### config.mk
export PLATFORM = sky130hd
export DESIGN_NAME = snd_board
export DESIGN_NICKNAME = d
export VERILOG_FILES = /design/src/verilog/snd_map_pkg.sv /design/src/verilog/snd_mix_pkg.sv /design/src/verilog/snd_decode.sv /design/src/verilog/snd_tone.sv /design/src/verilog/snd_pcm.sv /design/src/verilog/snd_mixer.sv /design/src/verilog/snd_board.sv
export SDC_FILE = /design/constraint.sdc
export NUM_CORES = 1
export LEC_CHECK = 0
export CELL_PAD_IN_SITES_DETAIL_PLACEMENT = 1
export CELL_PAD_IN_SITES_GLOBAL_PLACEMENT = 2
export CORE_AREA = 2 2 166 168
export CTS_BUF_LIST = sky130_fd_sc_hd__clkbuf_8 sky130_fd_sc_hd__clkbuf_16
export CTS_CLUSTER_DIAMETER = 30
export CTS_CLUSTER_SIZE = 30
export DETAILED_ROUTE_END_ITERATION = 8
export DIE_AREA = 0 0 168 170
export DONT_BUFFER_PORTS = 1
export GPL_ROUTABILITY_DRIVEN = 0
export GPL_TIMING_DRIVEN = 0
export PLACE_DENSITY = 0.76
export SYNTH_ARGS = -nofsm -noshare
export SYNTH_HDL_FRONTEND = slang
export SYNTH_SLANG_ARGS = --single-unit
### constraint.sdc
create_clock -name clk -period 10.4 [get_ports clk]
set_clock_uncertainty 0.1 [all_clocks]
set_input_delay 2.6 -clock clk [delete_from_list [all_inputs] [get_ports clk]]
set_output_delay 2.6 -clock clk [all_outputs]
set_load 0.1 [all_outputs]
### src/verilog/snd_map_pkg.sv
/*
 * sound CPU memory map
 * bus cycle struct, I/O page codes and PCM register offsets
 */
`default_nettype none

package snd_map_pkg;

    // one sound CPU bus cycle, strobes active high
    typedef struct packed {
        logic [15:0] addr;
        logic [7:0]  dout;   // cpu write data
        logic        mreq;
        logic        rfsh;   // high outside refresh
        logic        rd;
        logic        wr;
    } snd_bus_t;

    localparam logic [3:0] AF_PAGE = 4'hf;   // addr[15:12] of the I/O and RAM page

    // addr[11:9] inside the AF page
    localparam logic [2:0] IO_BANK   = 3'd7;
    localparam logic [2:0] IO_PCM    = 3'd6;
    localparam logic [2:0] IO_NMICLR = 3'd5;
    localparam logic [2:0] IO_FM     = 3'd4;

    localparam int BANK_W = 3;
    localparam int ROM_AW = 17;

    // PCM chip offsets on addr[2:0]
    localparam logic [2:0] PCM_L   = 3'd0;   // sample registers, write only
    localparam logic [2:0] PCM_R   = 3'd1;
    localparam logic [2:0] PCM_RX0 = 3'd2;   // from main CPU
    localparam logic [2:0] PCM_RX1 = 3'd3;
    localparam logic [2:0] PCM_TX0 = 3'd4;   // to main CPU
    localparam logic [2:0] PCM_TX1 = 3'd5;

endpackage

`default_nettype wire

### src/verilog/snd_mix_pkg.sv
/*
 * sound mixer definitions
 * sample widths, channel gains and the stereo pair struct
 */
`default_nettype none

package snd_mix_pkg;

    localparam int FM_W  = 16;
    localparam int PCM_W = 14;

    // gains are 4.4 fixed point, 8'h10 is unity
    localparam logic [7:0] FMGAIN = 8'h10;

    // pcm gain per fxlevel
    localparam logic [7:0] FXGAIN_0 = 8'h18;
    localparam logic [7:0] FXGAIN_1 = 8'h20;
    localparam logic [7:0] FXGAIN_2 = 8'h28;
    localparam logic [7:0] FXGAIN_3 = 8'h30;

    // stereo pair, pcm values arrive sign-extended to FM_W
    typedef struct packed {
        logic signed [FM_W-1:0] left;
        logic signed [FM_W-1:0] right;
    } mix_ch_t;

endpackage

`default_nettype wire

### src/verilog/snd_decode.sv
/*
 * sound CPU address decoder
 * chip selects, ROM bank register, read data mux and the NMI latch
 */
`default_nettype none
`timescale 1ns/1ps

module snd_decode (
    input  wire logic                           clk,
    input  wire logic                           rst,
    input  wire snd_map_pkg::snd_bus_t          bus,
    input  wire logic [7:0]                     rom_data,
    input  wire logic [7:0]                     tone_dout,
    input  wire logic [7:0]                     pcm_dout,
    input  wire logic                           sample,
    output logic      [7:0]                     cpu_din,
    output logic      [snd_map_pkg::ROM_AW-1:0] rom_addr,
    output logic                                rom_cs,
    output logic                                fm_cs,
    output logic                                pcm_cs,
    output logic                                nmi_n
);
    import snd_map_pkg::*;

    logic              mem_acc;
    logic              af;
    logic              bank_cs;
    logic              nmi_clr;
    logic [BANK_W-1:0] bank;

    // upper 32kB is banked, lower 32kB fixed at the start of the ROM
    assign rom_addr = {bus.addr[15] ? bank : {2'b00, bus.addr[14]}, bus.addr[13:0]};

    always_comb begin
        mem_acc = bus.mreq && bus.rfsh;
        af      = bus.addr[15:12] == AF_PAGE;
        rom_cs  = mem_acc && !af;
        bank_cs = 1'b0;
        pcm_cs  = 1'b0;
        nmi_clr = 1'b0;
        fm_cs   = 1'b0;
        if (mem_acc && af) begin
            case (bus.addr[11:9])
                IO_BANK:   bank_cs = 1'b1;
                IO_PCM:    pcm_cs  = 1'b1;
                IO_NMICLR: nmi_clr = bus.rd || bus.wr;   // any read or write
                IO_FM:     fm_cs   = 1'b1;
                default:   ;                             // work RAM window
            endcase
        end
    end

    always_comb begin
        if (rom_cs) begin
            cpu_din = rom_data;
        end else if (pcm_cs) begin
            cpu_din = pcm_dout;
        end else if (fm_cs) begin
            cpu_din = tone_dout;
        end else begin
            cpu_din = 8'hff;   // RAM window and open bus
        end
    end

    always_ff @(posedge clk or posedge rst) begin
        if (rst) begin
            bank  <= '0;
            nmi_n <= 1'b1;
        end else begin
            if (bank_cs && bus.wr) begin
                bank <= bus.dout[BANK_W-1:0];
            end
            // clear wins over a sample arriving in the same clk
            if (nmi_clr) begin
                nmi_n <= 1'b1;
            end else if (sample) begin
                nmi_n <= 1'b0;
            end
        end
    end

endmodule

`default_nettype wire

### src/verilog/snd_tone.sv
/*
 * FM stand-in
 * square tone with period and amplitude registers, one sample strobe per half wave
 */
`default_nettype none
`timescale 1ns/1ps

module snd_tone (
    input  wire logic                 clk,
    input  wire logic                 rst,
    input  wire logic                 cen,
    input  wire logic                 cs,
    input  wire logic                 wr,
    input  wire logic                 a0,
    input  wire logic [7:0]           din,
    output logic      [7:0]           dout,
    output logic                      sample,
    output snd_mix_pkg::mix_ch_t      ch
);
    import snd_mix_pkg::*;

    logic [7:0]             period;
    logic [7:0]             amp;
    logic [7:0]             cnt;
    logic                   pol;
    logic signed [FM_W-1:0] amp_ext;
    logic signed [FM_W-1:0] tone;

    assign amp_ext = {1'b0, amp, 7'd0};   // amplitude << 7
    assign tone    = pol ? amp_ext : -amp_ext;
    assign ch      = '{left: tone, right: tone};
    assign dout    = {7'd0, pol};         // status, current polarity

    always_ff @(posedge clk or posedge rst) begin
        if (rst) begin
            period <= 8'hff;
            amp    <= 8'd0;
            cnt    <= 8'd0;
            pol    <= 1'b0;
            sample <= 1'b0;
        end else begin
            if (cs && wr) begin
                if (a0) begin
                    amp <= din;
                end else begin
                    period <= din;
                end
            end
            sample <= 1'b0;
            if (cen) begin
                if (cnt == period) begin
                    cnt    <= 8'd0;
                    pol    <= ~pol;
                    sample <= 1'b1;   // also drives the NMI
                end else begin
                    cnt <= cnt + 8'd1;
                end
            end
        end
    end

endmodule

`default_nettype wire

### src/verilog/snd_pcm.sv
/*
 * PCM stand-in
 * direct stereo sample registers and the main/sound CPU latches
 */
`default_nettype none
`timescale 1ns/1ps

module snd_pcm (
    input  wire logic            clk,
    input  wire logic            rst,
    input  wire logic            cs,
    input  wire logic            wr,
    input  wire logic [2:0]      addr,
    input  wire logic [7:0]      din,
    output logic      [7:0]      dout,
    input  wire logic            main_addr,
    input  wire logic            main_wr,
    input  wire logic [7:0]      main_dout,
    output logic      [7:0]      main_din,
    output snd_mix_pkg::mix_ch_t ch
);
    import snd_map_pkg::*;
    import snd_mix_pkg::*;

    logic signed [7:0]       smp_l;
    logic signed [7:0]       smp_r;
    logic signed [PCM_W-1:0] wide_l;
    logic signed [PCM_W-1:0] wide_r;
    logic [7:0]              rx [0:1];   // written by main CPU
    logic [7:0]              tx [0:1];   // written by sound CPU

    assign wide_l = {smp_l, 6'd0};
    assign wide_r = {smp_r, 6'd0};
    assign ch     = '{left: FM_W'(wide_l), right: FM_W'(wide_r)};   // sign extended

    assign main_din = tx[main_addr];

    always_comb begin
        case (addr)
            PCM_RX0: dout = rx[0];
            PCM_RX1: dout = rx[1];
            default: dout = 8'hff;
        endcase
    end

    always_ff @(posedge clk or posedge rst) begin
        if (rst) begin
            smp_l <= '0;
            smp_r <= '0;
            rx[0] <= 8'd0;
            rx[1] <= 8'd0;
            tx[0] <= 8'd0;
            tx[1] <= 8'd0;
        end else begin
            if (main_wr) begin
                rx[main_addr] <= main_dout;
            end
            if (cs && wr) begin
                case (addr)
                    PCM_L:   smp_l <= din;
                    PCM_R:   smp_r <= din;
                    PCM_TX0: tx[0] <= din;
                    PCM_TX1: tx[1] <= din;
                    default: ;
                endcase
            end
        end
    end

endmodule

`default_nettype wire

### src/verilog/snd_mixer.sv
/*
 * stereo output mixer
 * FM plus PCM with selectable gains, saturated to 16 bits
 */
`default_nettype none
`timescale 1ns/1ps

module snd_mixer (
    input  wire logic                 clk,
    input  wire logic                 rst,
    input  wire logic                 cen,
    input  wire logic                 enable_fm,
    input  wire logic                 enable_psg,
    input  wire logic [1:0]           fxlevel,
    input  wire snd_mix_pkg::mix_ch_t fm,
    input  wire snd_mix_pkg::mix_ch_t pcm,
    output logic signed [15:0]        snd_l,
    output logic signed [15:0]        snd_r,
    output logic                      peak
);
    import snd_mix_pkg::*;

    logic [7:0]  fmgain;
    logic [7:0]  fxgain;
    logic [16:0] res_l;   // {saturated, sample}
    logic [16:0] res_r;

    // one side: weighted sum, /16 and clip
    function automatic logic [16:0] mix_side(input logic signed [15:0] a,
                                             input logic signed [15:0] b,
                                             input logic [7:0]         ga,
                                             input logic [7:0]         gb);
        logic signed [25:0] acc;
        logic signed [21:0] shr;
        acc = a * $signed({1'b0, ga}) + b * $signed({1'b0, gb});
        shr = acc[25:4];
        if (shr > 22'sd32767) begin
            return {1'b1, 16'h7fff};
        end else if (shr < -22'sd32768) begin
            return {1'b1, 16'h8000};
        end
        return {1'b0, shr[15:0]};
    endfunction

    assign res_l = mix_side(fm.left, pcm.left, fmgain, fxgain);
    assign res_r = mix_side(fm.right, pcm.right, fmgain, fxgain);

    always_ff @(posedge clk or posedge rst) begin
        if (rst) begin
            fmgain <= 8'd0;
            fxgain <= 8'd0;
            snd_l  <= '0;
            snd_r  <= '0;
            peak   <= 1'b0;
        end else begin
            fmgain <= enable_fm ? FMGAIN : 8'd0;
            case (fxlevel)
                2'd0: fxgain <= FXGAIN_0;
                2'd1: fxgain <= FXGAIN_1;
                2'd2: fxgain <= FXGAIN_2;
                2'd3: fxgain <= FXGAIN_3;
            endcase
            if (!enable_psg) begin
                fxgain <= 8'd0;   // pcm muted
            end
            if (cen) begin
                snd_l <= res_l[15:0];
                snd_r <= res_r[15:0];
                peak  <= res_l[16] | res_r[16];
            end
        end
    end

endmodule

`default_nettype wire

### src/verilog/snd_board.sv
/*
 * arcade sound board
 * sound CPU decode, FM and PCM stand-ins and the output mixer
 */
`default_nettype none
`timescale 1ns/1ps

module snd_board (
    input  wire logic                           clk,
    input  wire logic                           rst,
    input  wire logic                           cen,
    input  wire logic                           enable_fm,
    input  wire logic                           enable_psg,
    input  wire logic [1:0]                     fxlevel,
    input  wire snd_map_pkg::snd_bus_t          bus,
    input  wire logic [7:0]                     rom_data,
    input  wire logic                           rom_ok,     // cpu wait lives outside
    output logic      [7:0]                     cpu_din,
    output logic      [snd_map_pkg::ROM_AW-1:0] rom_addr,
    output logic                                rom_cs,
    output logic                                nmi_n,
    input  wire logic                           main_addr,
    input  wire logic                           main_wr,
    input  wire logic [7:0]                     main_dout,
    output logic      [7:0]                     main_din,
    output logic signed [15:0]                  snd_l,
    output logic signed [15:0]                  snd_r,
    output logic                                sample,
    output logic                                peak
);
    import snd_mix_pkg::*;

    logic       fm_cs;
    logic       pcm_cs;
    logic [7:0] tone_dout;
    logic [7:0] pcm_dout;
    mix_ch_t    fm_ch;
    mix_ch_t    pcm_ch;

    snd_decode u_decode (
        .clk(clk), .rst(rst), .bus(bus),
        .rom_data(rom_data), .tone_dout(tone_dout), .pcm_dout(pcm_dout),
        .sample(sample), .cpu_din(cpu_din), .rom_addr(rom_addr),
        .rom_cs(rom_cs), .fm_cs(fm_cs), .pcm_cs(pcm_cs), .nmi_n(nmi_n)
    );

    snd_tone u_tone (
        .clk(clk), .rst(rst), .cen(cen), .cs(fm_cs), .wr(bus.wr),
        .a0(bus.addr[0]), .din(bus.dout), .dout(tone_dout),
        .sample(sample), .ch(fm_ch)
    );

    snd_pcm u_pcm (
        .clk(clk), .rst(rst), .cs(pcm_cs), .wr(bus.wr),
        .addr(bus.addr[2:0]), .din(bus.dout), .dout(pcm_dout),
        .main_addr(main_addr), .main_wr(main_wr), .main_dout(main_dout),
        .main_din(main_din), .ch(pcm_ch)
    );

    snd_mixer u_mixer (
        .clk(clk), .rst(rst), .cen(cen), .enable_fm(enable_fm),
        .enable_psg(enable_psg), .fxlevel(fxlevel), .fm(fm_ch), .pcm(pcm_ch),
        .snd_l(snd_l), .snd_r(snd_r), .peak(peak)
    );

endmodule

`default_nettype wire

==> flow_metrics.tcl <==
set metrics [dict create \
    final_util_pct 34.5 \
    synth_ff_type "dfrtp_1" \
    yosysUniqueCellTypes 58 \
    cap_violations 0 \
    grt_setup_unrepaired "no" \
    synthTopCellsByCount "ha_1 (101), dfrtp_1 (98), mux2_2 (83)" \
    drc_errors 0 \
    tightest_slew_ns 1.19 \
    gr-total-overflow 0 \
    hold_path_class "flip-flop to flip-flop" \
    nNetsFinal 1022 \
    worstPathRequired_ns 7.70 \
    status "finished, final reports clean" \
    synthTopCellsByArea "dfrtp_1 (29%), ha_1 (15%), mux2_2 (11%)" \
    p_int_uw 703 \
    drv_slew 0 \
    dp_cells 1175 \
    n_antenna_cell 0 \
    net-switching-power_uw 558 \
    netlist_instances 833 \
    hold_buffers 0 \
    hp-start "u_pcm.tx[9]" \
    ant_nets 0 \
    clockRootBuffer "clkbuf_16" \
    max_freq_mhz 136 \
    grtUsageTotal_pct 15.3 \
    yosys_warnings 0 \
    yosys.area.top_type_share_pct 29.1 \
    num_rows 60 \
    numCtsBuffers 9 \
    r2r_start "u_mixer.fxgain[3]" \
    cts-htree-levels 3 \
    path_common_cell "clkbuf_1" \
    clk-insertion-delay-late_ns 0.36 \
    vdd_drop_max_mv 0.0953 \
    cts_sinks 107 \
    hold_viol_final 0 \
    die_area_um2 28600 \
    core_um2 26700 \
    yosysMostFrequentCell "ha_1" \
    cts_tree "built" \
    dr_wl_met3_um 1140 \
    crit_path_max_incr_delay_ns 0.93 \
    io_pins 123 \
    grt_antenna_before_repair 0 \
    yosysSeqAreaShare_pct 31.9 \
    area_growth_pct 9.18 \
    ctsResizeCount 0 \
    dp_hpwl_um 17000 \
    p_sw_share_pct 44.2 \
    synth_top_area_cell "dfrtp_1" \
    p_seq_share_pct 52.9 \
    vias_per_cell 4.99 \
    min_period_over_period_pct 70.8 \
    syn_area_per_cell_um2 10.1 \
    path_clk_slew_ns 0.08 \
    die_h_um 170 \
    power-per-cell-area_nw_per_um2 137 \
    clkPwrFrac_pct 27.0 \
    relSlewSlack_pct 20.8 \
    hold_ws_ns 0.410 \
    power_frac_comb_pct 20.1 \
    met1_length_um 9460 \
    crit_start "bus[12]" \
    cts_setup_buffers 0 \
    async_reset_ff_share_pct 100 \
    start_util_pct 31.6 \
    die_x_um 168 \
    drtPass1Iterations 4 \
    wl_met2_um 10100 \
    io_buffer_count 0 \
    crit_chain "clkbuf_1 > clkbuf_1 > a211oi_1 > nand2_1 > o21ai_0 > a21oi_2" \
    cts_buffer_depth 2 \
    cp-start-kind "primary input" \
    first_global_vias 6414 \
    grt_max_degree 65 \
    drive_above_1_share_pct 18.7 \
    layout_min_cycle_time_ns 7.36 \
    post_drt_wl_per_cell_um 17.6 \
    topRoutingLayerUsed "met4" \
    crit_type "primary input to primary output" \
    grt_first_pass_wirelength_um 34600 \
    ys_ff_latch 107 \
    cp_slowest_cell "a21oi_2" \
    cp.arrival_ns 4.66 \
    fin_cells 1191 \
    synth_edf_count 0 \
    dr_total_vias 5946 \
    endpoint_kind "primary output" \
    drtIter0Drc 128 \
    leakagePower_uw 0.00469 \
    finalSetupViolations 0 \
    finalWirelength_um 21000 \
    synth_nets 1010 \
    setup_tns_ns 0 \
    netlist_area_um2 8420 \
    cp_max_fo 10 \
]
layout by cell type (no fill, tap or decap), types with 22 or more instances in the layout:
master   netlist  routed
ha_1         101     101
dfrtp_1       98      98
mux2_2        83      83
inv_1         78      78
nor2_1        51      51
and2_1        40      40
a21oi_1       38      30
o21ai_0       30      30
nor2b_1       28      28
nand2_1       27      27
xnor2_1       27      27
buf_4         23      23
fa_1          22      22
power groups by stage:
stage | registers (uW) | clock network (uW) | logic, uW
3_3_place_gp | 677 | 0 | 250
2_1_floorplan | 660 | 0 | 219
3_5_place_dp | 678 | 0 | 257
5_1_grt | 676 | 370 | 276
6_report | 667 | 341 | 253
4_1_cts | 670 | 354 | 257
registers in the layout, indices dropped and copies added, names as in the netlist:
register        flops
u_tone.sample       1
u_decode.nmi_n      1
u_pcm.smp_r         8
u_tone.cnt          8
u_tone.amp          8
u_mixer.snd_r      12
u_tone.pol          1
u_pcm.smp_l         8
u_mixer.fmgain      1
u_pcm.tx           16
u_mixer.snd_l      12
u_tone.period       8
u_decode.bank       3
u_mixer.peak        1
u_mixer.fxgain      3
u_pcm.rx           16
worst max-delay path: cells and delay by family:
kind                   cells  cell delay, ns
AO/OA/AOI/OAI              3            1.23
buffers and inverters      2            0.74
AND/OR/NAND/NOR            1            0.08
layer usage:
layer | vias up | track usage, %
met2 | 116 | 26.6
met1 | 2918 | 19.1
li1 | 2898 | -
met5 | - | 0
met4 | 0 | 3.29
met3 | 14 | 4.19
worst paths after layout:
check,end,slack (ns),depth (start not counted)
max in group asynchronous,u_tone.period[2],7.35,2
min reg2reg,u_pcm.tx[9],0.41,1
max reg2reg,u_mixer.snd_l[6],3.36,25
max,cpu_din[0],3.04,6
min,u_pcm.tx[9],0.41,1
min in group asynchronous,u_pcm.tx[5],2.07,1
area by class of cell:
cell class | count | area, um^2
fill | 2999 | 17500
multi-input combinational | 603 | 5200
sequential | 107 | 2690
tap | 341 | 427
inverter | 79 | 299
buffer | 44 | 264
clock buffer | 9 | 225
clock inverter | 7 | 61.3
timing repair buffer | 1 | 27.5
kinds of logic (layout without fill, tap and decap cells):
group	Yosys count	in the layout	synth area share, %
XOR/XNOR	48	48	4.99
AND/OR/NAND/NOR	205	205	13.1
AO/OA/AOI/OAI	142	142	11.8
buffers and inverters	123	140	6.65
adder cells (fa/ha/maj)	123	123	20.2
flip-flops	107	107	31.9
multiplexers	85	85	11.3
through the flow:
| stage | instance area, um^2 | total power, uW | worst slack (ns) |
|---|---|---|---|
| floorplan | 8420 | 879 | 2.78 |
| global placement | 8850 | 927 | 2.45 |
| finish | 9200 | 1260 | 3.04 |
| detailed placement | 8910 | 934 | 3.05 |
| global route | 9200 | 1320 | 2.77 |
| CTS | 9200 | 1280 | 3.04 |
Note: power is estimated with default switching activity, not from simulation.
